`src/hw/ooo_consts.svh`:
```
`ifndef OOO_CONSTS_SVH
`define OOO_CONSTS_SVH

// register counts
`define OOO_ARCH_REGS 32
`define OOO_PHYS_REGS 64

// physical tag width, log2 of OOO_PHYS_REGS
`define OOO_TAG_W 6

// reorder buffer
`define OOO_ROB_DEPTH 16
`define OOO_ROB_IDX_W 4

// alu reservation station entries
`define OOO_RS_DEPTH 4

// data word
`define OOO_XLEN 32

`endif

```
`src/hw/ooo_pkg.sv`:
```
`include "ooo_consts.svh"

package ooo_pkg;

    typedef logic [`OOO_XLEN-1:0]                xdata_t;
    typedef logic [$clog2(`OOO_ARCH_REGS)-1:0]   areg_t;
    typedef logic [`OOO_TAG_W-1:0]               ptag_t;
    typedef logic [`OOO_ROB_IDX_W-1:0]           rob_idx_t;

    typedef enum logic [2:0] {
        ALU_ADD = 3'd0,
        ALU_SUB = 3'd1,
        ALU_AND = 3'd2,
        ALU_OR  = 3'd3,
        ALU_XOR = 3'd4,
        ALU_SLL = 3'd5,
        ALU_SRL = 3'd6,
        ALU_SLT = 3'd7
    } alu_op_t;

    // decoded operation from the issuer
    typedef struct packed {
        alu_op_t op;
        areg_t   rd;
        areg_t   rs1;
        areg_t   rs2;
        logic    use_imm;   // imm replaces rs2
        xdata_t  imm;
    } issue_op_t;

    typedef struct packed {
        logic     valid;
        ptag_t    tag;      // 0 when the op has no destination
        rob_idx_t rob_idx;
        xdata_t   value;
    } cdb_t;

    typedef struct packed {
        logic   valid;
        areg_t  rd;
        xdata_t value;
        ptag_t  old_tag;    // goes back to the free list
    } commit_t;

endpackage

```
`src/hw/phys_reg_file.sv`:
```
`include "ooo_consts.svh"

module phys_reg_file (
    input  logic            clk,
    input  logic            rst_n,
    input  ooo_pkg::ptag_t  rd_tag1,
    input  ooo_pkg::ptag_t  rd_tag2,
    output ooo_pkg::xdata_t rd_data1,
    output ooo_pkg::xdata_t rd_data2,
    output logic            rd_ready1,
    output logic            rd_ready2,
    input  logic            clear,
    input  ooo_pkg::ptag_t  clear_tag,
    input  ooo_pkg::cdb_t   cdb
);

    ooo_pkg::xdata_t           regs_q [`OOO_PHYS_REGS];
    logic [`OOO_PHYS_REGS-1:0] valid_q;

    assign rd_data1  = regs_q[rd_tag1];
    assign rd_data2  = regs_q[rd_tag2];
    assign rd_ready1 = valid_q[rd_tag1];
    assign rd_ready2 = valid_q[rd_tag2];

    // tag 0 belongs to r0 and stays zero and valid
    always_ff @(posedge clk or negedge rst_n) begin
        if (!rst_n) begin
            for (int i = 0; i < `OOO_PHYS_REGS; i++) begin
                regs_q[i] <= '0;
            end
            valid_q <= '1;
        end else begin
            if (clear && (clear_tag != '0)) begin
                valid_q[clear_tag] <= 1'b0;   // new destination, value pending
            end
            if (cdb.valid && (cdb.tag != '0)) begin
                regs_q[cdb.tag]  <= cdb.value;
                valid_q[cdb.tag] <= 1'b1;
            end
        end
    end

endmodule

```
`config.mk`:
```
export PLATFORM = sky130hd
export DESIGN_NAME = phys_reg_file
export DESIGN_NICKNAME = d
export VERILOG_FILES = /design/src/hw/ooo_pkg.sv /design/src/hw/phys_reg_file.sv
export VERILOG_INCLUDE_DIRS = /design/src /design/src/hw
export SDC_FILE = /design/constraint.sdc
export NUM_CORES = 2
export LEC_CHECK = 0
export CORE_ASPECT_RATIO = 0.9
export CORE_MARGIN = 5
export CORE_UTILIZATION = 45
export CTS_CLUSTER_SIZE = 28
export DETAILED_ROUTE_END_ITERATION = 12
export DONT_BUFFER_PORTS = 1
export HOLD_SLACK_MARGIN = 0.02
export SLEW_MARGIN = 20
export SYNTH_ARGS = -nofsm -noshare
export SYNTH_HDL_FRONTEND = slang
export SYNTH_SLANG_ARGS = --single-unit
export TNS_END_PERCENT = 50
```
`constraint.sdc`:
```
create_clock -name clk -period 2.3 [get_ports clk]
set_input_delay 0 -clock clk [delete_from_list [all_inputs] [get_ports clk]]
set_output_delay 0 -clock clk [all_outputs]
set_load 0.1 [all_outputs]
```
==> flow_summary.yaml <==
timing:
  fmax_mhz: 325.9
  period_share_pct: 133.4
  tightestPinTransition_ns: 1.492
  maxSlewViolCount: 0
  setup_violations: 69
  clock_skew_ns: 0
  rsz0062_at_grt: "yes"
  fin_ws_ns: -0.7683
  holdWs_ns: -0.9393
  setup_tns_ns: -31.12
  final-hold-violation-count: 336
  slew_headroom_pct: 0.5140
  period_minus_slack_ns: 3.068
synth:
  synth_edf_count: 0
  synth_fp_nets: 7309
  syn_area_um2: 111200
  ys_async_sr_fraction_pct: 100.0
  netlist_instances: 7245
  synth-seq-cells: 2112
  synth_ff_type: "dfrtp_1"
  yosysWarnings: 0
  yosysUniqueCellTypes: 53
  ys_seq_area_share_pct: 47.62
  syn_avg_cell_area_um2: 15.34
placement:
  port_buffers: 0
  placed_area_um2: 118500
  place_congestion: 0.8345
  hpwl_um: 219200
  place_inst: 10140
setup_path:
  crit_required_ns: 2.30
  cp_max_fo: 3
  ff2ff_path_depth: 4
  r2r-start: "valid_q[1]$_DFF_PN1_"
  rr_endpoint: "valid_q[1]$_DFF_PN1_"
  setup.worst_path.class: "register to primary output"
  cp.arrival_ns: 3.07
  end_kind: "primary output"
  startpoint_type: "register"
  r2r_slack_ns: 0.46
cells_and_area:
  drive_gt1_share_pct: 60.63
  area_growth_pct: 19.18
  final_area_um2: 132500
  nNetsFinal: 7420
  fin_cells: 10770
  fillCellCount: 19750
clock_tree:
  cts_buffer_depth: 4
  clk_pin_slew_ns: 0.06
  htree_levels: 4
  cts.sinks: 2112
  worstSkewPairLatency_ns: 0.87
  cts_buffers: 226
  cts_tree: "built"
  cts-root-buf: "clkbuf_16"
power:
  cell_internal_pwr_mw: 74.97
  swShare_pct: 27.84
  power_density_nw_per_um2: 784.2
  comb_power_share_pct: 20.3
  clkPwrFrac_pct: 35.6
  p_leak_nw: 56.97
  vdd_drop_max_v: 0.0006030
  seq_power_share_pct: 44.1
  switchingPower_mw: 28.92
  total_power_mw: 103.9
die:
  core_area_um2: 246300
  start_util_pct: 45.13
  dieArea_um2: 257100
  row_count: 173
  die_h_um: 481.5
  die_w_um: 533.9
  ios: 130
drt:
  vias_per_cell: 6.881
  dr.first_iter.drc_count: 8472
  vias: 74100
  remaining_drc_errors: 0
  dr.pass1.iters: 6
  antenna_left: 0
  wl_um: 402500
  post_drt_wl_per_cell_um: 37.38
global_route:
  grt_pass1_wl_um: 558300
  grt.overflow.total: 0
  grt_max_degree: 529
  antenna_found_initial: 11
  grt_pass1_vias: 75850
  grt.total_usage_pct: 29.69
status:
  status: "finished with violations"
  violations: "negative hold slack, negative setup slack"
job:
  drv_cap: 0
hold_path:
  hp-class: "input port to asynchronous set/reset pin"
-- state kept, by name, summed over array words and instances (netlist names) --
register / count
regs_q: 2048
valid_q: 64
-- layer usage --
layer	track usage [%]	wire length (um)	vias up
li1	-	-	28600
met1	43.25	167100	40900
met2	43.92	179300	3835
met3	6.916	39390	752
met4	10.47	16750	4
met5	0	28	-
-- critical path, cell delays in order (launching register included) --
cell and delay, ns:
dfrtp_1 0.40, mux4_2 0.48, a22o_1 0.21, a221oi_2 0.21, nor3_2 0.08, or4_4 0.58, buf_12 0.21
-- cell type report --
cell class / count / area, um2 / area share (%)
Antenna cell: 8 / 20.02 / 0.01511
Clock buffer: 330 / 6499 / 4.905
Clock inverter: 66 / 749.5 / 0.5657
Inverter: 5 / 18.77 / 0.01417
Multi-Input combinational cell: 4294 / 58280 / 43.99
Sequential cell: 2112 / 52930 / 39.95
Tap cell: 3237 / 4050 / 3.057
Timing Repair Buffer: 717 / 9931 / 7.496
-- synth_stat cells (all sizes together), types with 26 or more instances --
master / n / area share, %
a21oi: 99 / 0.45
a22o: 55 / 0.43
a22oi: 63 / 0.43
buf: 434 / 2.1
mux2: 2037 / 21
mux4: 1048 / 21
nor2: 122 / 0.42
dfstp: 64 / 1.5
clkbuf: 400 / 1.4
o22ai: 187 / 1.1
a221oi: 70 / 0.55
o221ai: 64 / 0.50
nand2: 102 / 0.34
dfrtp: 2048 / 46
o21ai: 123 / 0.55
nand2b: 26 / 0.15
mux2i: 107 / 0.96
-- layout by cell type (no fill, tap or decap), types with 44 or more instances in the layout --
cell type      count
a21oi_2           44
a22o_1            55
buf_12           173
buf_16            66
buf_4            304
clkbuf_1          61
clkbuf_16        265
clkinv_2          45
dfrtp_1         2048
dfstp_2           64
dlygate4sd3_1     91
mux2_1            49
mux2_2          1987
mux2i_1           81
mux4_2          1048
nand2_1           71
nor2_1            61
nor2_4            59
o21ai_0          118
o22ai_1           99
o22ai_2           62
-- power groups by stage --
stage	clock (mW)	sequential, mW	combinational (mW)
after floorplan	0	45.0	13.6
after global placement	0	45.9	16.9
after detailed placement	0	46.3	17.2
after CTS	37.3	45.6	19.3
after global routing	38.9	46.4	22.2
final	37.0	45.9	21.1
-- per-stage QoR --
| stage | setup slack (ns) | util [%] |
|---|---|---|
| floorplan | -0.3028 | - |
| global placement | -1.164 | 48.07 |
| detailed placement | -1.223 | 48.09 |
| CTS | -0.8633 | 52.73 |
| global route | -0.8190 | 53.78 |
| finish | -0.7683 | 53.78 |
-- cells by family after synthesis --
group                  after synthesis  synth area share (%)
buffers and inverters              839                 3.496
flip-flops                        2112                 47.62
multiplexers                      3192                 42.83
AO/OA/AOI/OAI                      714                 4.366
AND/OR/NAND/NOR                    388                 1.687
-- how the worst max path moves through the flow --
| stage | to | startpoint |
|---|---|---|
| floorplan | rd_data1[11] | rd_tag1[1] |
| global placement | regs_q[1671]$_DFFE_PN0P_ | rst_n |
| detailed placement | regs_q[1703]$_DFFE_PN0P_ | rst_n |
| CTS | rd_data2[14] | regs_q[1646]$_DFFE_PN0P_ |
| global route | rd_data2[14] | regs_q[1614]$_DFFE_PN0P_ |
| finish | rd_data2[14] | regs_q[2030]$_DFFE_PN0P_ |
-- what timing repair did --
action,CTS,global route
hold buffers,125,5
setup buffers,51,19
hold endpoints to repair,2693,272
pin swaps,140,125
gates resized for setup,388,184
gates cloned,1,45
setup endpoints to repair,515,794
No activity file was read; power rests on OpenSTA's default activity.
