## config.mk

```make
export PLATFORM = sky130hd
export DESIGN_NAME = reorder_buffer
export DESIGN_NICKNAME = d
export VERILOG_FILES = /design/src/hw/ooo_pkg.sv /design/src/hw/reorder_buffer.sv
export VERILOG_INCLUDE_DIRS = /design/src /design/src/hw
export SDC_FILE = /design/constraint.sdc
export NUM_CORES = 1
export LEC_CHECK = 0
export BUFFER_PORTS_ARGS = -buffer_cell sky130_fd_sc_hd__buf_2
export CAP_MARGIN = 20
export CORE_MARGIN = 4
export CORE_UTILIZATION = 53
export CTS_CLUSTER_SIZE = 25
export DETAILED_ROUTE_END_ITERATION = 10
export HOLD_SLACK_MARGIN = 0.06
export PLACE_DENSITY = 0.7
export SLEW_MARGIN = 20
export SYNTH_ARGS = -nofsm -noshare
export SYNTH_HDL_FRONTEND = slang
export SYNTH_SLANG_ARGS = --single-unit
export TNS_END_PERCENT = 100
```

## constraint.sdc

```tcl
create_clock -name clk -period 3.6 [get_ports clk]
set_clock_uncertainty 0.1 [all_clocks]
set_input_delay 0.72 -clock clk [delete_from_list [all_inputs] [get_ports clk]]
set_output_delay 0.72 -clock clk [all_outputs]
set_load 0.01 [all_outputs]
```

## src/hw/ooo_consts.svh

```systemverilog
`ifndef OOO_CONSTS_SVH
`define OOO_CONSTS_SVH

// register counts
`define OOO_ARCH_REGS 32
`define OOO_PHYS_REGS 64

// physical tag width, log2 of OOO_PHYS_REGS
`define OOO_TAG_W 6

// reorder buffer
`define OOO_ROB_DEPTH 16
`define OOO_ROB_IDX_W 4

// alu reservation station entries
`define OOO_RS_DEPTH 4

// data word
`define OOO_XLEN 32

`endif

```

## src/hw/ooo_pkg.sv

```systemverilog
`include "ooo_consts.svh"

package ooo_pkg;

    typedef logic [`OOO_XLEN-1:0]                xdata_t;
    typedef logic [$clog2(`OOO_ARCH_REGS)-1:0]   areg_t;
    typedef logic [`OOO_TAG_W-1:0]               ptag_t;
    typedef logic [`OOO_ROB_IDX_W-1:0]           rob_idx_t;

    typedef enum logic [2:0] {
        ALU_ADD = 3'd0,
        ALU_SUB = 3'd1,
        ALU_AND = 3'd2,
        ALU_OR  = 3'd3,
        ALU_XOR = 3'd4,
        ALU_SLL = 3'd5,
        ALU_SRL = 3'd6,
        ALU_SLT = 3'd7
    } alu_op_t;

    // decoded operation from the issuer
    typedef struct packed {
        alu_op_t op;
        areg_t   rd;
        areg_t   rs1;
        areg_t   rs2;
        logic    use_imm;   // imm replaces rs2
        xdata_t  imm;
    } issue_op_t;

    typedef struct packed {
        logic     valid;
        ptag_t    tag;      // 0 when the op has no destination
        rob_idx_t rob_idx;
        xdata_t   value;
    } cdb_t;

    typedef struct packed {
        logic   valid;
        areg_t  rd;
        xdata_t value;
        ptag_t  old_tag;    // goes back to the free list
    } commit_t;

endpackage

```

## src/hw/reorder_buffer.sv

```systemverilog
`include "ooo_consts.svh"

module reorder_buffer (
    input  logic              clk,
    input  logic              rst_n,
    input  logic              alloc,
    input  ooo_pkg::areg_t    rd,
    input  ooo_pkg::ptag_t    new_tag,
    input  ooo_pkg::ptag_t    old_tag,
    output ooo_pkg::rob_idx_t tail,
    output logic              full,
    input  ooo_pkg::cdb_t     cdb,
    output ooo_pkg::commit_t  commit
);

    localparam int N     = `OOO_ROB_DEPTH;
    localparam int CNT_W = `OOO_ROB_IDX_W + 1;

    ooo_pkg::areg_t    rd_q [N];
    ooo_pkg::ptag_t    new_q [N];
    ooo_pkg::ptag_t    old_q [N];
    ooo_pkg::xdata_t   val_q [N];
    logic [N-1:0]      done_q;
    ooo_pkg::rob_idx_t head;
    logic [CNT_W-1:0]  cnt;
    logic              retire;
    logic              finish;

    assign retire = (cnt != '0) && done_q[head];
    assign full   = (cnt == CNT_W'(N));
    // slot and destination tag must both agree
    assign finish = cdb.valid && (new_q[cdb.rob_idx] == cdb.tag);

    always_ff @(posedge clk or negedge rst_n) begin
        if (!rst_n) begin
            head   <= '0;
            tail   <= '0;
            cnt    <= '0;
            done_q <= '0;
            commit <= '0;
        end else begin
            if (alloc) begin
                done_q[tail] <= 1'b0;
                tail         <= tail + 1'b1;
            end
            if (finish) begin
                done_q[cdb.rob_idx] <= 1'b1;
            end
            commit.valid   <= retire;
            commit.rd      <= rd_q[head];
            commit.value   <= val_q[head];
            commit.old_tag <= old_q[head];
            if (retire) begin
                head <= head + 1'b1;
            end
            case ({alloc, retire})
                2'b10:   cnt <= cnt + 1'b1;
                2'b01:   cnt <= cnt - 1'b1;
                default: cnt <= cnt;
            endcase
        end
    end

    always_ff @(posedge clk) begin
        if (alloc) begin
            rd_q[tail]  <= rd;
            new_q[tail] <= new_tag;
            old_q[tail] <= old_tag;
        end
        if (finish) begin
            val_q[cdb.rob_idx] <= cdb.value;
        end
    end

endmodule

```

==> flow_summary.yaml <==
sta:
  maxSlewViolCount: 0
  max_slew_margin_pct: 25.2
  max_slew.worst_pin.slew_ns: 1.12
  hold_viol: 0
  max_freq_mhz: 312
  timing.setup.tns_ns: 0
  rsz0062_at_grt: "false"
  fin_crit_ns: 3.21
  setup_viol: 0
  setup_ws_ns: 0.393
  period_share_pct: 89.1
placed_design:
  gp_congestion: 0.810
  place_hpwl_um: 45400
  dpl.cell_count: 2618
  dpl_worst_slack_ns: 0.154
  dpl_cell_area_um2: 35300
  port_buffers: 111
route:
  ant_nets: 0
  first_pass_iters: 5
  wl_per_cell_um: 27.1
  via_per_inst: 5.98
  vias: 16700
  drc: 0
  routed_wirelength_um: 75500
  drtIter0Drc: 1732
clock_network:
  cts_made_buffers: 87
  h-tree-depth: 3
  cts_sinks: 857
  clock_path_buffers: 3
  cts_hold_buf: 1
  clkLatencyLatePin_ns: 0.65
  cts_root_buf: "clkbuf_16"
  cts_tree: "built"
  post_cts_buffers: 0
  clk_pin_slew_ns: 0.06
  cts-resized-gates: 0
cells_and_area:
  synthToLayoutAreaGrowth_pct: 15.5
  utilization_pct: 61.8
  nNetsFinal: 1944
  finalNonFillerCells: 2787
  drive_gt1_share_pct: 26.0
  final_area_um2: 38200
synthesis:
  ys_top_cells_by_area: "edfxtp_1 (71%), mux4_2 (7.3%), dfrtp_1 (5.5%), mux2i_1 (4.5%), mux2_2 (1.6%)"
  ys_seq_area_share_pct: 76.8
  synth_cell_types: 44
  synth.most_common_cell: "edfxtp_1"
  synth_ff_type: "edfxtp_1"
  yosysWarnings: 0
  synth_edf_count: 784
  syn_area_um2: 33000
  async_reset_ff_share_pct: 8.52
  ys_ff_latch: 857
  netlist.area_leader.share_pct: 71.3
  synth_top_cell_by_area: "edfxtp_1"
  yosys-top-cells-count: "edfxtp_1 (784), mux2i_1 (148), mux4_2 (107)"
  synth_cells: 1682
  synth.avg_cell_area_um2: 19.6
  syn_nets: 1755
run:
  cap_viol_max_count: 0
die:
  die_h_um: 258
  die_area_um2: 66400
  ioPinCount: 112
  core_region_area_um2: 61700
  start_util_pct: 53.5
  die_x_um: 258
  rows: 91
global_routing:
  grt_max_degree: 133
  grt_first_pass_wirelength_um: 112000
  grt_pass1_vias: 16900
  grt.overflow.total: 0
  antenna_found_initial: 7
  grt_usage_pct: 22.8
pwr:
  combPwrFrac_pct: 27.0
  clkPwrFrac_pct: 31.0
  switchingPower_uw: 8590
  ir_drop_uv: 582
  swShare_pct: 30.2
  powerDensity_nw_per_um2: 746
  power.internal_uw: 19900
  p_seq_share_pct: 42.0
  p_leak_uw: 0.0129
setup_path:
  arrival_ns: 3.64
  path_max_fanout: 6
  start_kind: "flip-flop"
  required_ns: 4.03
  worstSetupPathType: "flip-flop to flip-flop"
  crit_path_end_kind: "flip-flop"
worst_hold_path:
  hp-class: "primary input to flip-flop"
outcome:
  status: "complete, no violations"
cell type report:
type / instances / area (µm²)
Sequential cell: 857 / 25400
Fill cell: 4329 / 23600
Multi-Input combinational cell: 714 / 7240
Clock buffer: 121 / 2420
Timing Repair Buffer: 187 / 1560
Tap cell: 837 / 1050
Clock inverter: 43 / 415
Inverter: 24 / 90.1
Antenna cell: 4 / 10.0
logic make-up (layout without fill, tap and decap cells):
kind of cell             count (synthesis)  count (layout)  synth area share (%)
XOR/XNOR                                20              20                 0.553
other                                    0               4                     0
buffers and inverters                  111             375                  1.56
AND/OR/NAND/NOR                        130             130                  2.05
flip-flops                             857             857                  76.8
AO/OA/AOI/OAI                          249             249                  5.06
multiplexers                           305             305                  13.6
adder cells (fa/ha/maj)                 10              10                 0.401
final timing paths:
path                       cells past startpoint                   end  slack (ns)                start
max                                           12    cnt[4]$_DFFE_PN0P_        0.39  head[0]$_DFFE_PN0N_
min                                            2   tail[0]$_DFFE_PN0P_        0.28                alloc
max reg2reg                                   12    cnt[4]$_DFFE_PN0P_        0.39  head[0]$_DFFE_PN0N_
min reg2reg                                    2   done_q[3]$_DFF_PN0_        0.42  done_q[3]$_DFF_PN0_
max in group asynchronous                      3  commit[40]$_DFF_PN0_        2.18                rst_n
min in group asynchronous                      2  commit[28]$_DFF_PN0_        0.57                rst_n
sequential cells by signal, indices dropped and copies added (netlist names):
name    count
val_q     512
new_q      96
head        4
done_q     16
commit     44
old_q      96
rd_q       80
cnt         5
tail        4
power by group through the flow:
stage                     clock network [µW]  logic, µW  registers (µW)
final                                   8820       7700           11900
after global routing                    9400       8270           12000
after CTS                               8960       7770           12000
after detailed placement                   0       7710           12100
after global placement                     0       7600           12100
after floorplan                            0       4940           12200
worst max-delay path: stages (launching register included):
cell	delay [ns]
dfrtp_4	0.51
mux4_2	0.52
mux4_2	0.50
o21a_2	0.18
ha_1	0.25
inv_1	0.12
fa_1	0.22
inv_1	0.05
a21o_1	0.14
a21oi_1	0.18
xnor2_1	0.14
nor2_1	0.06
xnor2_1	0.12
through the flow:
step	hold slack, ns	total power, µW
after floorplan	0.324	17100
final	0.279	28500
after global routing	0.262	29700
after global placement	0.398	19700
after CTS	0.238	28700
after detailed placement	0.413	19900
layer usage:
metal | vias to the layer above | wire [µm] | GRT usage (%)
met1 | 8652 | 30900 | 32.0
met5 | - | 7 | 0
li1 | 7205 | - | -
met2 | 710 | 37700 | 37.8
met4 | 2 | 1730 | 6.07
met3 | 110 | 5210 | 3.92
layout by cell type (no fill, tap or decap), drive strengths merged, types with 32 or more instances in the layout:
cell | synthesis | final
a22oi | 45 | 45
edfxtp | 784 | 784
buf | 46 | 186
clkbuf | 41 | 121
mux2i | 148 | 148
a221oi | 43 | 43
nand2 | 53 | 53
mux2 | 48 | 48
o21ai | 90 | 90
a21oi | 45 | 45
mux4 | 109 | 109
clkinv | 0 | 32
dfrtp | 73 | 73
Power figures use the tool's default switching activity.
