**config.mk**
```make
export PLATFORM = sky130hd
export DESIGN_NAME = rename_table
export DESIGN_NICKNAME = d
export VERILOG_FILES = /design/src/hw/ooo_pkg.sv /design/src/hw/rename_table.sv
export VERILOG_INCLUDE_DIRS = /design/src /design/src/hw
export SDC_FILE = /design/constraint.sdc
export NUM_CORES = 1
export LEC_CHECK = 0
export ABC_AREA = 1
export BUFFER_PORTS_ARGS = -buffer_cell sky130_fd_sc_hd__buf_2
export CORE_MARGIN = 2
export CORE_UTILIZATION = 45
export DETAILED_ROUTE_END_ITERATION = 7
export PLACE_DENSITY_LB_ADDON = 0.05
export SLEW_MARGIN = 0
export SYNTH_ARGS = -nofsm -noshare
export SYNTH_HDL_FRONTEND = slang
export SYNTH_SLANG_ARGS = --single-unit
```
**constraint.sdc**
```tcl
create_clock -name clk -period 2.3 [get_ports clk]
set_input_delay 0.46 -clock clk [delete_from_list [all_inputs] [get_ports clk]]
set_output_delay 0.46 -clock clk [all_outputs]
set_load 0.01 [all_outputs]
```
**src/hw/ooo_consts.svh**
```systemverilog
`ifndef OOO_CONSTS_SVH
`define OOO_CONSTS_SVH

// register counts
`define OOO_ARCH_REGS 32
`define OOO_PHYS_REGS 64

// physical tag width, log2 of OOO_PHYS_REGS
`define OOO_TAG_W 6

// reorder buffer
`define OOO_ROB_DEPTH 16
`define OOO_ROB_IDX_W 4

// alu reservation station entries
`define OOO_RS_DEPTH 4

// data word
`define OOO_XLEN 32

`endif

```
**src/hw/ooo_pkg.sv**
```systemverilog
`include "ooo_consts.svh"

package ooo_pkg;

    typedef logic [`OOO_XLEN-1:0]                xdata_t;
    typedef logic [$clog2(`OOO_ARCH_REGS)-1:0]   areg_t;
    typedef logic [`OOO_TAG_W-1:0]               ptag_t;
    typedef logic [`OOO_ROB_IDX_W-1:0]           rob_idx_t;

    typedef enum logic [2:0] {
        ALU_ADD = 3'd0,
        ALU_SUB = 3'd1,
        ALU_AND = 3'd2,
        ALU_OR  = 3'd3,
        ALU_XOR = 3'd4,
        ALU_SLL = 3'd5,
        ALU_SRL = 3'd6,
        ALU_SLT = 3'd7
    } alu_op_t;

    // decoded operation from the issuer
    typedef struct packed {
        alu_op_t op;
        areg_t   rd;
        areg_t   rs1;
        areg_t   rs2;
        logic    use_imm;   // imm replaces rs2
        xdata_t  imm;
    } issue_op_t;

    typedef struct packed {
        logic     valid;
        ptag_t    tag;      // 0 when the op has no destination
        rob_idx_t rob_idx;
        xdata_t   value;
    } cdb_t;

    typedef struct packed {
        logic   valid;
        areg_t  rd;
        xdata_t value;
        ptag_t  old_tag;    // goes back to the free list
    } commit_t;

endpackage

```
**src/hw/rename_table.sv**
```systemverilog
`include "ooo_consts.svh"

module rename_table (
    input  logic             clk,
    input  logic             rst_n,
    input  logic             alloc,
    input  ooo_pkg::areg_t   alloc_rd,
    input  ooo_pkg::areg_t   rs1,
    input  ooo_pkg::areg_t   rs2,
    output ooo_pkg::ptag_t   src1_tag,
    output ooo_pkg::ptag_t   src2_tag,
    output ooo_pkg::ptag_t   new_tag,
    output ooo_pkg::ptag_t   old_tag,
    output logic             free_empty,
    input  ooo_pkg::commit_t commit
);

    localparam int FREE_N = `OOO_PHYS_REGS - `OOO_ARCH_REGS;
    localparam int PTR_W  = $clog2(FREE_N);

    ooo_pkg::ptag_t   map_q [`OOO_ARCH_REGS];
    ooo_pkg::ptag_t   free_q [FREE_N];
    logic [PTR_W-1:0] free_head;
    logic [PTR_W-1:0] free_tail;
    logic [PTR_W:0]   free_cnt;
    logic             pop;
    logic             push;

    // r0 never gets a new tag
    assign pop  = alloc && (alloc_rd != '0);
    assign push = commit.valid && (commit.rd != '0);

    // lookups see the map before this cycle's rename
    assign src1_tag   = map_q[rs1];
    assign src2_tag   = map_q[rs2];
    assign old_tag    = map_q[alloc_rd];
    assign new_tag    = (alloc_rd != '0) ? free_q[free_head] : '0;  // tag 0 = no destination
    assign free_empty = (free_cnt == '0);

    always_ff @(posedge clk or negedge rst_n) begin
        if (!rst_n) begin
            for (int i = 0; i < `OOO_ARCH_REGS; i++) begin
                map_q[i] <= ooo_pkg::ptag_t'(i);
            end
            for (int i = 0; i < FREE_N; i++) begin
                free_q[i] <= ooo_pkg::ptag_t'(`OOO_ARCH_REGS + i);
            end
            free_head <= '0;
            free_tail <= '0;
            free_cnt  <= (PTR_W+1)'(FREE_N);
        end else begin
            if (pop) begin
                map_q[alloc_rd] <= free_q[free_head];
                free_head       <= free_head + 1'b1;
            end
            if (push) begin
                free_q[free_tail] <= commit.old_tag;
                free_tail         <= free_tail + 1'b1;
            end
            case ({push, pop})
                2'b10:   free_cnt <= free_cnt + 1'b1;
                2'b01:   free_cnt <= free_cnt - 1'b1;
                default: free_cnt <= free_cnt;
            endcase
        end
    end

endmodule

```
==> impl_results.md <==
- Status: finished with violations
- Failing checks: negative setup slack
- Critical path class: flop to primary output
- Area share of and/or/nand/nor cells after synthesis: 40.2%
- Mean Syn Cell Area: 7.19 sq um
- Core Area: 51,400 sq um
- Static leakage power: 13.7 nW
- Vias in the first global route: 22,600
- CTS tree: done
- Clock buffer depth: 3
- Synth cell types: 37
- Critical Path RT: 1840 ps
- Min Hold Slack: 303 ps
- Peak VDD IR: 0.00137 V
- Final worst-path setup slack: -527 ps
- Area grow syn2layout: 26.4%
- Post-Syn Nets: 3,325
- # IOs: 87
- Clock Latency Late Sink: 610 ps
- Die Area: 53,900 sq um
- Post-synthesis mux area share: 0%
- CP max FO: 7
- Synth Area in Compound Gates: 9.35%
- Final antenna diode count: 0
- Critical Path AT: 2370 ps
- Total grt overflow: 0
- Rows: 83
- Max Freq: 0.354 GHz
- Clk slew on worst S/H paths: 60 ps
- Wire length of the first global-routing pass: 136 mm
- Final setup vio count: 24
- Total track usage: 33.2%
- Post-Syn Instances: 3,255
- Register area share after synthesis: 43.8%
- Largest net degree at the start of global routing: 67
- FF/Latch Area: 10,300 sq um
- Worst setup EP type: primary output
- Worst slew pin tran: 673 ps
- Worst Skew: 25.3 ps
- Pwr/cell area: 1320 nW/um^2
- Synth area leader: nand2_1
- H-tree depth: 2
- RSZ-0062 raised after global routing: yes
- Final Cycle Share: 123%
- Die Span X: 232 microns
- Vias post-DR: 23,800
- CTS Buf Count: 47
- DP Area: 25,400 sq um
- Initial Util: 45.5%
- Vias per cell: 5.83
- Max Slew Vio Count: 0
- Post-route ant nets: 0
- FF-to-FF Start: free_head[0]
- PortBufs: 54
- Critical path origin: free_head[0]
- Post-route setup TNS: -5300 ps
- Place WS: -302 ps
- DRT iter0 DRCs: 2,473
- Multi-input logic area: 13,300 sq um
- Tmin final: 2830 ps
- Met1 Usage GRT: 41.7%
- Fin nets: 3,434
- Synth top area cells: nand2_1 (23%), dfrtp_1 (22%), dfstp_2 (22%), nand3_1 (13%), o21ai_0 (4.5%)
- Worst hold path class: input port to flop
- Slew Limit Headroom: 55.1%
- Synthesized flop and latch total: 400
- Largest family of logic cells by synthesized area: simple AND/OR/NAND/NOR gates
- DRC: 0
- Gr busiest metal: met2
- Number of fill cells: 4,820
- GP Congestion: 0.962
- Synth top area share: 22.6%
- Hold Path Origin: commit[43]
- Hold Vio Cnt, Final: 0
- HPWL Detailed: 57.2 mm
- Nature of the critical path startpoint: flop
- Post-Synthesis Cell Area: 23,400 sq um
- Initial antenna violation count: 6
- Met3 Usage GRT: 6.61%
- Synth Area in Adders: 0.428%
- DRT Pass-1 Iters: 6
- Detailed Route WL: 90.6 mm
- GR Util met2: 54.1%
- Clock tree root driver cell: clkbuf_16
- Clock sinks: 400
- Design Power: 39.0 mW
- Placed cell count: 3,924
- Non-Filler Instances: 4,081
- Routed WL per cell: 22.2 microns
- Final core utilization: 57.6%
- Max_cap viols: 0
- Final Cell Area: 29,600 sq um
- Height of the die: 232 microns
- Post-synthesis xor/xnor area fraction: 0.486%
- Layout cells sized above 1: 30.2%
- Yosys warning total: 0
cells by family after synthesis:
| group | count (synthesis) |
|---|---|
| AO/OA/AOI/OAI | 382 |
| XOR/XNOR | 13 |
| adder cells (fa/ha/maj) | 8 |
| buffers and inverters | 316 |
| flip-flops | 400 |
| AND/OR/NAND/NOR | 2136 |
cell usage in the layout, fill, tap and decap left out, types with 10 or more instances in the layout:
cell type  count
nor2_1        43
dfstp_2      193
nor2_2        15
nor2_4        22
nor3_4        10
clkbuf_1      11
clkbuf_8      11
buf_12        49
a21oi_2       21
inv_2         15
a22oi_2       24
dfrtp_1      197
clkbuf_16     55
inv_1         39
buf_4        164
nand3_2      133
dfrtp_2       10
a21oi_1       39
nor2_8        15
buf_6         24
nand2_4       17
o21ai_0      209
inv_4         21
nand3_1      454
buf_2         39
nand2_1     1269
nand2_2      134
a22oi_1       72
synthesized netlist by cell type:
cell type  count
nand2_2        6
nand3_2        6
nor2_4        10
clkinv_1       4
buf_1         14
inv_6          2
nor2_8        15
nand2_1     1410
inv_2         16
nand4_1        2
nor3_1         8
clkbuf_1     154
nor4_1         1
nand3_1      585
o31ai_1       12
ha_1           8
xnor2_1        3
nand2_8        6
a22oi_1       96
inv_1         39
o21ai_2        1
nor3_4        10
nor2_1        69
buf_12         1
a21o_1         1
inv_4         20
nor3_2         2
dfstp_2      193
nor2_2         1
nand2_4        4
buf_2         65
dfrtp_1      207
buf_4          1
o21ai_0      210
a21oi_1       62
xor2_1        10
nand3b_1       1
critical path, stage by stage, from the launching register on:
cell and delay (ps):
dfrtp_2 410, buf_12 160, clkinv_16 80, buf_12 100, buf_16 110, nand2_1 50, nand3_1 70, nand3_2 110
nand2_4 110, nand2_1 70, nand3_2 120, nand2_2 80, nor2_4 150, buf_6 120
flip-flops by register name, indices dropped and copies added, names as in the netlist:
signal	count
free_head	5
free_tail	5
free_q	192
free_cnt	6
map_q	192
power by group:
part / total [mW] / internal [mW] / switching (mW)
Sequential: 13.6 / 10.9 / 2.68
Clock: 7.92 / 4.73 / 3.20
Combinational: 17.5 / 6.28 / 11.2
per-layer routing:
| layer | up-vias | routed length (microns) |
|---|---|---|
| li1 | 10900 | - |
| met1 | 11500 | 35500 |
| met2 | 1088 | 42500 |
| met3 | 295 | 7300 |
| met4 | 12 | 5120 |
| met5 | - | 76 |
what timing repair did:
item	CTS	global route
gates resized for setup	237	196
gates cloned	10	8
pin swaps	121	142
hold buffers	1	0
buffers inserted	39	25
endpoints found under the hold margin	19	0
endpoints found under the setup margin	90	212
final timing paths:
check / end / cells past startpoint / slack (ps)
worst min register to register: map_q[186] / 0 / 430
max in group asynchronous: free_q[48] / 3 / 1080
worst max-delay path: new_tag[4] / 13 / -530
min in group asynchronous: map_q[67] / 2 / 390
worst max register to register: map_q[152] / 13 / 50
worst min-delay path: free_tail[1] / 4 / 300
layout make-up:
| class | instances | area share (%) |
|---|---|---|
| Multi-Input combinational cell | 2539 | 45.0 |
| Sequential cell | 400 | 34.7 |
| Timing Repair Buffer | 295 | 10.5 |
| Clock buffer | 71 | 4.80 |
| Tap cell | 680 | 2.88 |
| Inverter | 81 | 1.34 |
| Clock inverter | 15 | 0.749 |
No activity file was read; power rests on OpenSTA's default activity.
