===== config.mk =====
export PLATFORM = sky130hd
export DESIGN_NAME = arch_reg_file
export DESIGN_NICKNAME = d
export VERILOG_FILES = /design/src/hw/ooo_pkg.sv /design/src/hw/arch_reg_file.sv
export VERILOG_INCLUDE_DIRS = /design/src /design/src/hw
export SDC_FILE = /design/constraint.sdc
export NUM_CORES = 1
export LEC_CHECK = 0
export BUFFER_PORTS_ARGS = -buffer_cell sky130_fd_sc_hd__buf_2
export CAP_MARGIN = 10
export CORE_AREA = 8 8 212 366
export DETAILED_ROUTE_END_ITERATION = 10
export DIE_AREA = 0 0 220 374
export HOLD_SLACK_MARGIN = 0.08
export MAX_ROUTING_LAYER = met4
export PLACE_DENSITY = 0.79
export SETUP_SLACK_MARGIN = 0.05
export SLEW_MARGIN = 10
export SYNTH_ARGS = -nofsm -noshare
export SYNTH_HDL_FRONTEND = slang
export SYNTH_SLANG_ARGS = --single-unit

===== constraint.sdc =====
create_clock -name clk -period 3.5 [get_ports clk]
set_input_delay 0.7 -clock clk [delete_from_list [all_inputs] [get_ports clk]]
set_output_delay 0.7 -clock clk [all_outputs]
set_load 0.01 [all_outputs]

===== src/hw/ooo_consts.svh =====
`ifndef OOO_CONSTS_SVH
`define OOO_CONSTS_SVH

// register counts
`define OOO_ARCH_REGS 32
`define OOO_PHYS_REGS 64

// physical tag width, log2 of OOO_PHYS_REGS
`define OOO_TAG_W 6

// reorder buffer
`define OOO_ROB_DEPTH 16
`define OOO_ROB_IDX_W 4

// alu reservation station entries
`define OOO_RS_DEPTH 4

// data word
`define OOO_XLEN 32

`endif


===== src/hw/ooo_pkg.sv =====
`include "ooo_consts.svh"

package ooo_pkg;

    typedef logic [`OOO_XLEN-1:0]                xdata_t;
    typedef logic [$clog2(`OOO_ARCH_REGS)-1:0]   areg_t;
    typedef logic [`OOO_TAG_W-1:0]               ptag_t;
    typedef logic [`OOO_ROB_IDX_W-1:0]           rob_idx_t;

    typedef enum logic [2:0] {
        ALU_ADD = 3'd0,
        ALU_SUB = 3'd1,
        ALU_AND = 3'd2,
        ALU_OR  = 3'd3,
        ALU_XOR = 3'd4,
        ALU_SLL = 3'd5,
        ALU_SRL = 3'd6,
        ALU_SLT = 3'd7
    } alu_op_t;

    // decoded operation from the issuer
    typedef struct packed {
        alu_op_t op;
        areg_t   rd;
        areg_t   rs1;
        areg_t   rs2;
        logic    use_imm;   // imm replaces rs2
        xdata_t  imm;
    } issue_op_t;

    typedef struct packed {
        logic     valid;
        ptag_t    tag;      // 0 when the op has no destination
        rob_idx_t rob_idx;
        xdata_t   value;
    } cdb_t;

    typedef struct packed {
        logic   valid;
        areg_t  rd;
        xdata_t value;
        ptag_t  old_tag;    // goes back to the free list
    } commit_t;

endpackage


===== src/hw/arch_reg_file.sv =====
`include "ooo_consts.svh"

module arch_reg_file (
    input  logic             clk,
    input  logic             rst_n,
    input  ooo_pkg::commit_t commit,
    input  ooo_pkg::areg_t   read_addr,
    output ooo_pkg::xdata_t  read_data
);

    ooo_pkg::xdata_t regs_q [`OOO_ARCH_REGS];

    assign read_data = regs_q[read_addr];

    always_ff @(posedge clk or negedge rst_n) begin
        if (!rst_n) begin
            for (int i = 0; i < `OOO_ARCH_REGS; i++) begin
                regs_q[i] <= '0;
            end
        end else if (commit.valid && (commit.rd != '0)) begin
            regs_q[commit.rd] <= commit.value;  // r0 stays zero
        end
    end

endmodule


==> results of run 1 <==
## cell type report
type	count	area (sq um)
tap	931	1160
multi-input combinational	2073	19700
clock buffer	124	2650
clock inverter	43	533
antenna	11	27.5
sequential	1024	25600
timing repair buffer	235	2260
fill	4705	20500
## power by group
group | switching [mW] | internal, mW
combinational | 2.16 | 2.64
sequential | 1.21 | 14.1
clock | 4.46 | 6.19
## cell families (layout without fill, tap and decap cells)
kind of cell | Yosys count | in the layout | share of synthesized area, %
flip-flops | 1024 | 1024 | 54.8
multiplexers | 1504 | 1504 | 34.9
AND/OR/NAND/NOR | 281 | 281 | 2.78
buffers and inverters | 351 | 402 | 3.35
AO/OA/AOI/OAI | 288 | 288 | 4.20
other | 0 | 11 | 0
## metal layers
layer | vias to the layer above | track usage (%) | part of all wire [%]
li1 | 12400 | - | -
met4 | 0 | 15.5 | 5.2
met1 | 15500 | 38.2 | 39
met5 | - | - | 0
met3 | 366 | 5.60 | 6.0
met2 | 1040 | 51.8 | 50
## cell usage after synthesis (5+ instances only)
library cell,n
a31oi_1,32
nand3b_1,5
dfrtp_1,1024
clkbuf_1,177
buf_4,18
a22o_1,64
buf_1,13
mux2_2,991
nand2_1,114
mux2i_1,512
a21oi_1,96
nor3_1,33
buf_2,142
a22oi_1,96
nand3_1,97
nor2_1,15
## worst max-delay path by stage
stage                          to  cells after the start
global route        read_data[20]                      9
finish              read_data[20]                      9
detailed placement  read_data[20]                      9
CTS                 read_data[20]                      9
floorplan           read_data[10]                      7
global placement    read_data[20]                      9
## metrics by stage
stage / worst slack [ps] / power, mW / instance area, sq um
4_1_cts: 253 / 30.8 / 52000
5_1_grt: 129 / 32.0 / 52000
2_1_floorplan: 865 / 18.6 / 46700
3_3_place_gp: 294 / 19.7 / 48800
3_5_place_dp: 278 / 20.2 / 48800
6_report: 223 / 30.7 / 52000
==> reports/metrics.yaml, run 1 <==
status: "finished clean"
grt_pass1_vias: 31800
ys_seq_area_share_pct: 54.8
syn_area_sq_um: 46700
largest_register_ffs: 1024
slowest_stage: "mux2i_1"
period_needed_ps: 3280
coreArea_sq_um: 72400
synth_area_per_cell_sq_um: 13.6
drt_iter0_drc: 2578
critPathMaxStageDelay_ps: 280
cp_max_fo: 32
grt_util_all_layers_pct: 31.9
grt_pass1_wl_microns: 193000
drv_slew: 0
drc: 0
hold_viol: 0
synth_area_leader_cell: "dfrtp_1"
numClockSinks: 1024
ys_types: 27
vias: 29300
cp_cell_sequence: "buf_8 -> buf_12 -> buf_12 -> buf_12 -> mux2i_1 -> a21oi_1 -> nand3_1 -> nand3_1 -> buf_2"
fin_util_pct: 71.8
layout_common_cells: "dfrtp_1, mux2_2, mux2i_1"
biggestRegsByFlops: "regs_q: 1024 flops"
cp-startpoint: "read_addr[1]"
syn2layout_area_growth_pct: 11.2
antenna_found_initial: 11
hold_buffers: 0
ir_drop_uv: 484
r2r_start: "regs_q[726]"
worst-r2r-setup-slack_ps: 2700
synth_edf_count: 0
cts_tree: "built"
die_h_microns: 374
maxCapViolCount: 0
nets: 3476
timing.final.crit_share_pct: 93.6
required_ps: 2800
power.density_nw_per_um2: 591
power_leakage_nw: 24.8
syn_inst: 3448
wire_per_inst_microns: 28.5
layout-drive-gt1-share_pct: 40.6
firstDrtPassIters: 7
fin_cells: 4441
dominantRegCellSynth: "dfrtp_1"
setup_tns_ps: 0
critPathArrivalTime_ps: 2580
synth_top_area_share_pct: 54.8
io_buffer_count: 76
insertion_delay_ps: 670
gr-total-overflow: 0
synth-async-reset-ratio_pct: 100
cp_num_buf_inv: 5
dp.cells: 4263
endpoint_kind: "output pin"
cp_top_family: "buffers and inverters"
crit_type: "primary input to output pin"
setup_viol: 0
grt_setup_unrepaired: "false"
worst_clock_skew_ps: 0
gp_congestion: 0.819
die_w_microns: 220
totalWireLength_microns: 127000
critPathMostFrequentCell: "buf_12"
rr_endpoint: "regs_q[726]"
dieArea_sq_um: 82300
std_cell_rows: 131
cts_root_buf: "clkbuf_16"
htree_num_levels: 3
cts_buffers: 91
fmax_mhz: 305
layout_commonest_cell: "dfrtp_1"
clk_pin_slew_worst_paths_ps: 60
dpl.hpwl_microns: 75400
clk_path_buf_depth: 3
synth_seq_cells: 1024
syn-num-nets: 3499
grt_start_max_net_pins: 85
whs_ps: 130
ys_warn_count: 0
cts_resized: 0
slew_headroom_pct: 39.2
initial_core_util_pct: 64.5
reg2regPathDepth: 1
yosys-top-cells-area: "dfrtp_1, mux2_2, mux2i_1"
io_pins: 83
hold_class: "primary input to asynchronous set/reset pin"
start_kind: "primary input"
regMostFlops: "regs_q"
viasPerCell: 6.59
tightest_slew_ps: 912
final_antenna_net_count: 0
cts_setup_buffers: 0
Note: power is estimated with default switching activity, not from simulation.
==> inputs of run 2 (changes only) <==
--- a/config.mk
+++ b/config.mk
@@ -15,6 +15,7 @@
 export MAX_ROUTING_LAYER = met4
 export PLACE_DENSITY = 0.79
 export SETUP_SLACK_MARGIN = 0.05
+export SKIP_LAST_GASP = 1
 export SLEW_MARGIN = 10
 export SYNTH_ARGS = -nofsm -noshare
 export SYNTH_HDL_FRONTEND = slang
==> constraint.sdc (replaced) <==
create_clock -name clk -period 4 [get_ports clk]
set_input_delay 0.8 -clock clk [delete_from_list [all_inputs] [get_ports clk]]
set_output_delay 0.8 -clock clk [all_outputs]
set_load 0.01 [all_outputs]
==> reports/metrics.yaml, run 2 (same netlist as run 1, synthesis figures left out) <==
period_needed_ps: 3630
grt_util_all_layers_pct: 31.8  # -0.17 points
critPathArrivalTime_ps: 2830  # +250 ps
die_w_microns: 220  # unchanged
antenna_found_initial: 7  # -4
dpl.hpwl_microns: 74000  # -1.8%
endpoint_kind: "output pin"
viasPerCell: 6.61  # +0.32%
setup_tns_ps: 0  # unchanged
setup_viol: 0  # unchanged
grt_setup_unrepaired: "false"
wire_per_inst_microns: 28.6  # about the same
cts_tree: "built"
r2r_start: "regs_q[698]"
dp.cells: 4253  # -0.23%
htree_num_levels: 3  # unchanged
hold_class: "primary input to asynchronous set/reset pin"
insertion_delay_ps: 650  # -20 ps
io_pins: 83  # unchanged
biggestRegsByFlops: "regs_q: 1024 flops"
ir_drop_uv: 306  # -37%
cts_resized: 0  # unchanged
nets: 3464  # -0.35%
clk_pin_slew_worst_paths_ps: 60  # about the same
clk_path_buf_depth: 3  # unchanged
hold_buffers: 0  # unchanged
drv_slew: 0  # unchanged
reg2regPathDepth: 1  # unchanged
cp-startpoint: "read_addr[1]"
grt_pass1_vias: 31800  # -0.035%
fmax_mhz: 276
final_antenna_net_count: 0  # unchanged
syn2layout_area_growth_pct: 10.8
grt_pass1_wl_microns: 193000  # -0.17%
cp_cell_sequence: "buf_8 -> buf_12 -> buf_12 -> buf_4 -> mux2i_1 -> nand2_1 -> a31oi_1 -> nand3_1 -> buf_2"
regMostFlops: "regs_q"
layout-drive-gt1-share_pct: 40.3  # -0.23 points
tightest_slew_ps: 927  # +15.1 ps
fin_util_pct: 71.5  # -0.26 points
std_cell_rows: 131  # unchanged
fill_cells: 4770  # +1.4%
io_buffer_count: 76  # unchanged
timing.final.crit_share_pct: 90.7
gr-total-overflow: 0  # unchanged
numClockSinks: 1024  # unchanged
start_kind: "primary input"
whs_ps: 144  # +13.7 ps
coreArea_sq_um: 72400  # unchanged
firstDrtPassIters: 5  # -2
required_ps: 3200  # +400 ps
totalWireLength_microns: 126000  # -0.37%
critPathMaxStageDelay_ps: 300  # +20 ps
power.density_nw_per_um2: 519  # -12%
layout_common_cells: "dfrtp_1, mux2_2, mux2i_1"
grt_start_max_net_pins: 107  # +26%
slew_headroom_pct: 38.0  # -1.2 points
initial_core_util_pct: 64.5  # unchanged
power_leakage_nw: 24.7  # -0.36%
finish.instance_area_sq_um: 51800  # -0.36%
crit_type: "primary input to output pin"
cp_max_fo: 38  # +19%
drt_iter0_drc: 2511  # -2.6%
drc: 0  # unchanged
cts_root_buf: "clkbuf_16"
layout_commonest_cell: "dfrtp_1"
die_h_microns: 374  # unchanged
gp_congestion: 0.829  # +1.2%
worst-r2r-setup-slack_ps: 3200  # +500 ps
dieArea_sq_um: 82300  # unchanged
vias: 29200  # -0.085%
fin_cells: 4423  # -0.41%
critPathMostFrequentCell: "buf_12"
cts_setup_buffers: 0  # unchanged
slowest_stage: "buf_8"
cts_buffers: 89  # -2.2%
status: "finished clean"
largest_register_ffs: 1024  # unchanged
rr_endpoint: "regs_q[698]"
hold_viol: 0  # unchanged
worst_clock_skew_ps: 0  # unchanged
place_area_sq_um: 48600  # -0.38%
maxCapViolCount: 0  # unchanged
[run 2: changes by cell type in the layout (fill, tap and decap cells not counted), moves of 2 or more]
cell,before,now
buf_12,53,44
clkbuf_8,16,19
clkinv_2,25,19
diode_2,11,5
inv_6,1,3
[run 2: report_power, final]
part	leakage, nW	switching, mW	internal [mW]
combinational	9.99	1.89	2.30
sequential	13.1	1.06	12.3
clock	1.58	3.86	5.47
[run 2: metal layers]
metal  part of all wire [%]  vias up  GRT usage [%]
met3                    5.7      335           5.29
met5                      0        -              -
met4                    4.5        0           14.3
li1                       -    12300              -
met2                     51     1035           52.5
met1                     39    15500           37.8
[run 2: worst max path at each step]
stage,depth (start not counted),to,slack [ps]
global route,9,read_data[13],330
CTS,9,read_data[13],390
global placement,9,read_data[13],440
floorplan,7,read_data[10],1170
detailed placement,9,read_data[13],410
finish,9,read_data[13],370
[run 2: worst max-delay path, delay by kind of cell]
family / cells / cell delay, ps
AOI/OAI and AO/OA: 1 / 190
muxes: 1 / 260
buffers and inverters: 5 / 1250
and+or+nand+nor: 2 / 210
[run 2: through the flow]
step | setup slack, ps | power, mW
2_1_floorplan | 1170 | 16.2
3_3_place_gp | 439 | 17.2
3_5_place_dp | 406 | 17.7
4_1_cts | 391 | 27.0
5_1_grt | 330 | 27.9
6_report | 373 | 26.9
[run 2: layout make-up]
cell class,instances,area [sq um],area share [%]
multi-input cells,2073,19700,38.1
flip-flops and latches,1024,25600,49.5
clock inverters,37,504,0.973
repair buffers,225,2070,3.99
well taps,931,1160,2.25
diodes,5,12.5,0.0242
clock buffers,128,2690,5.19
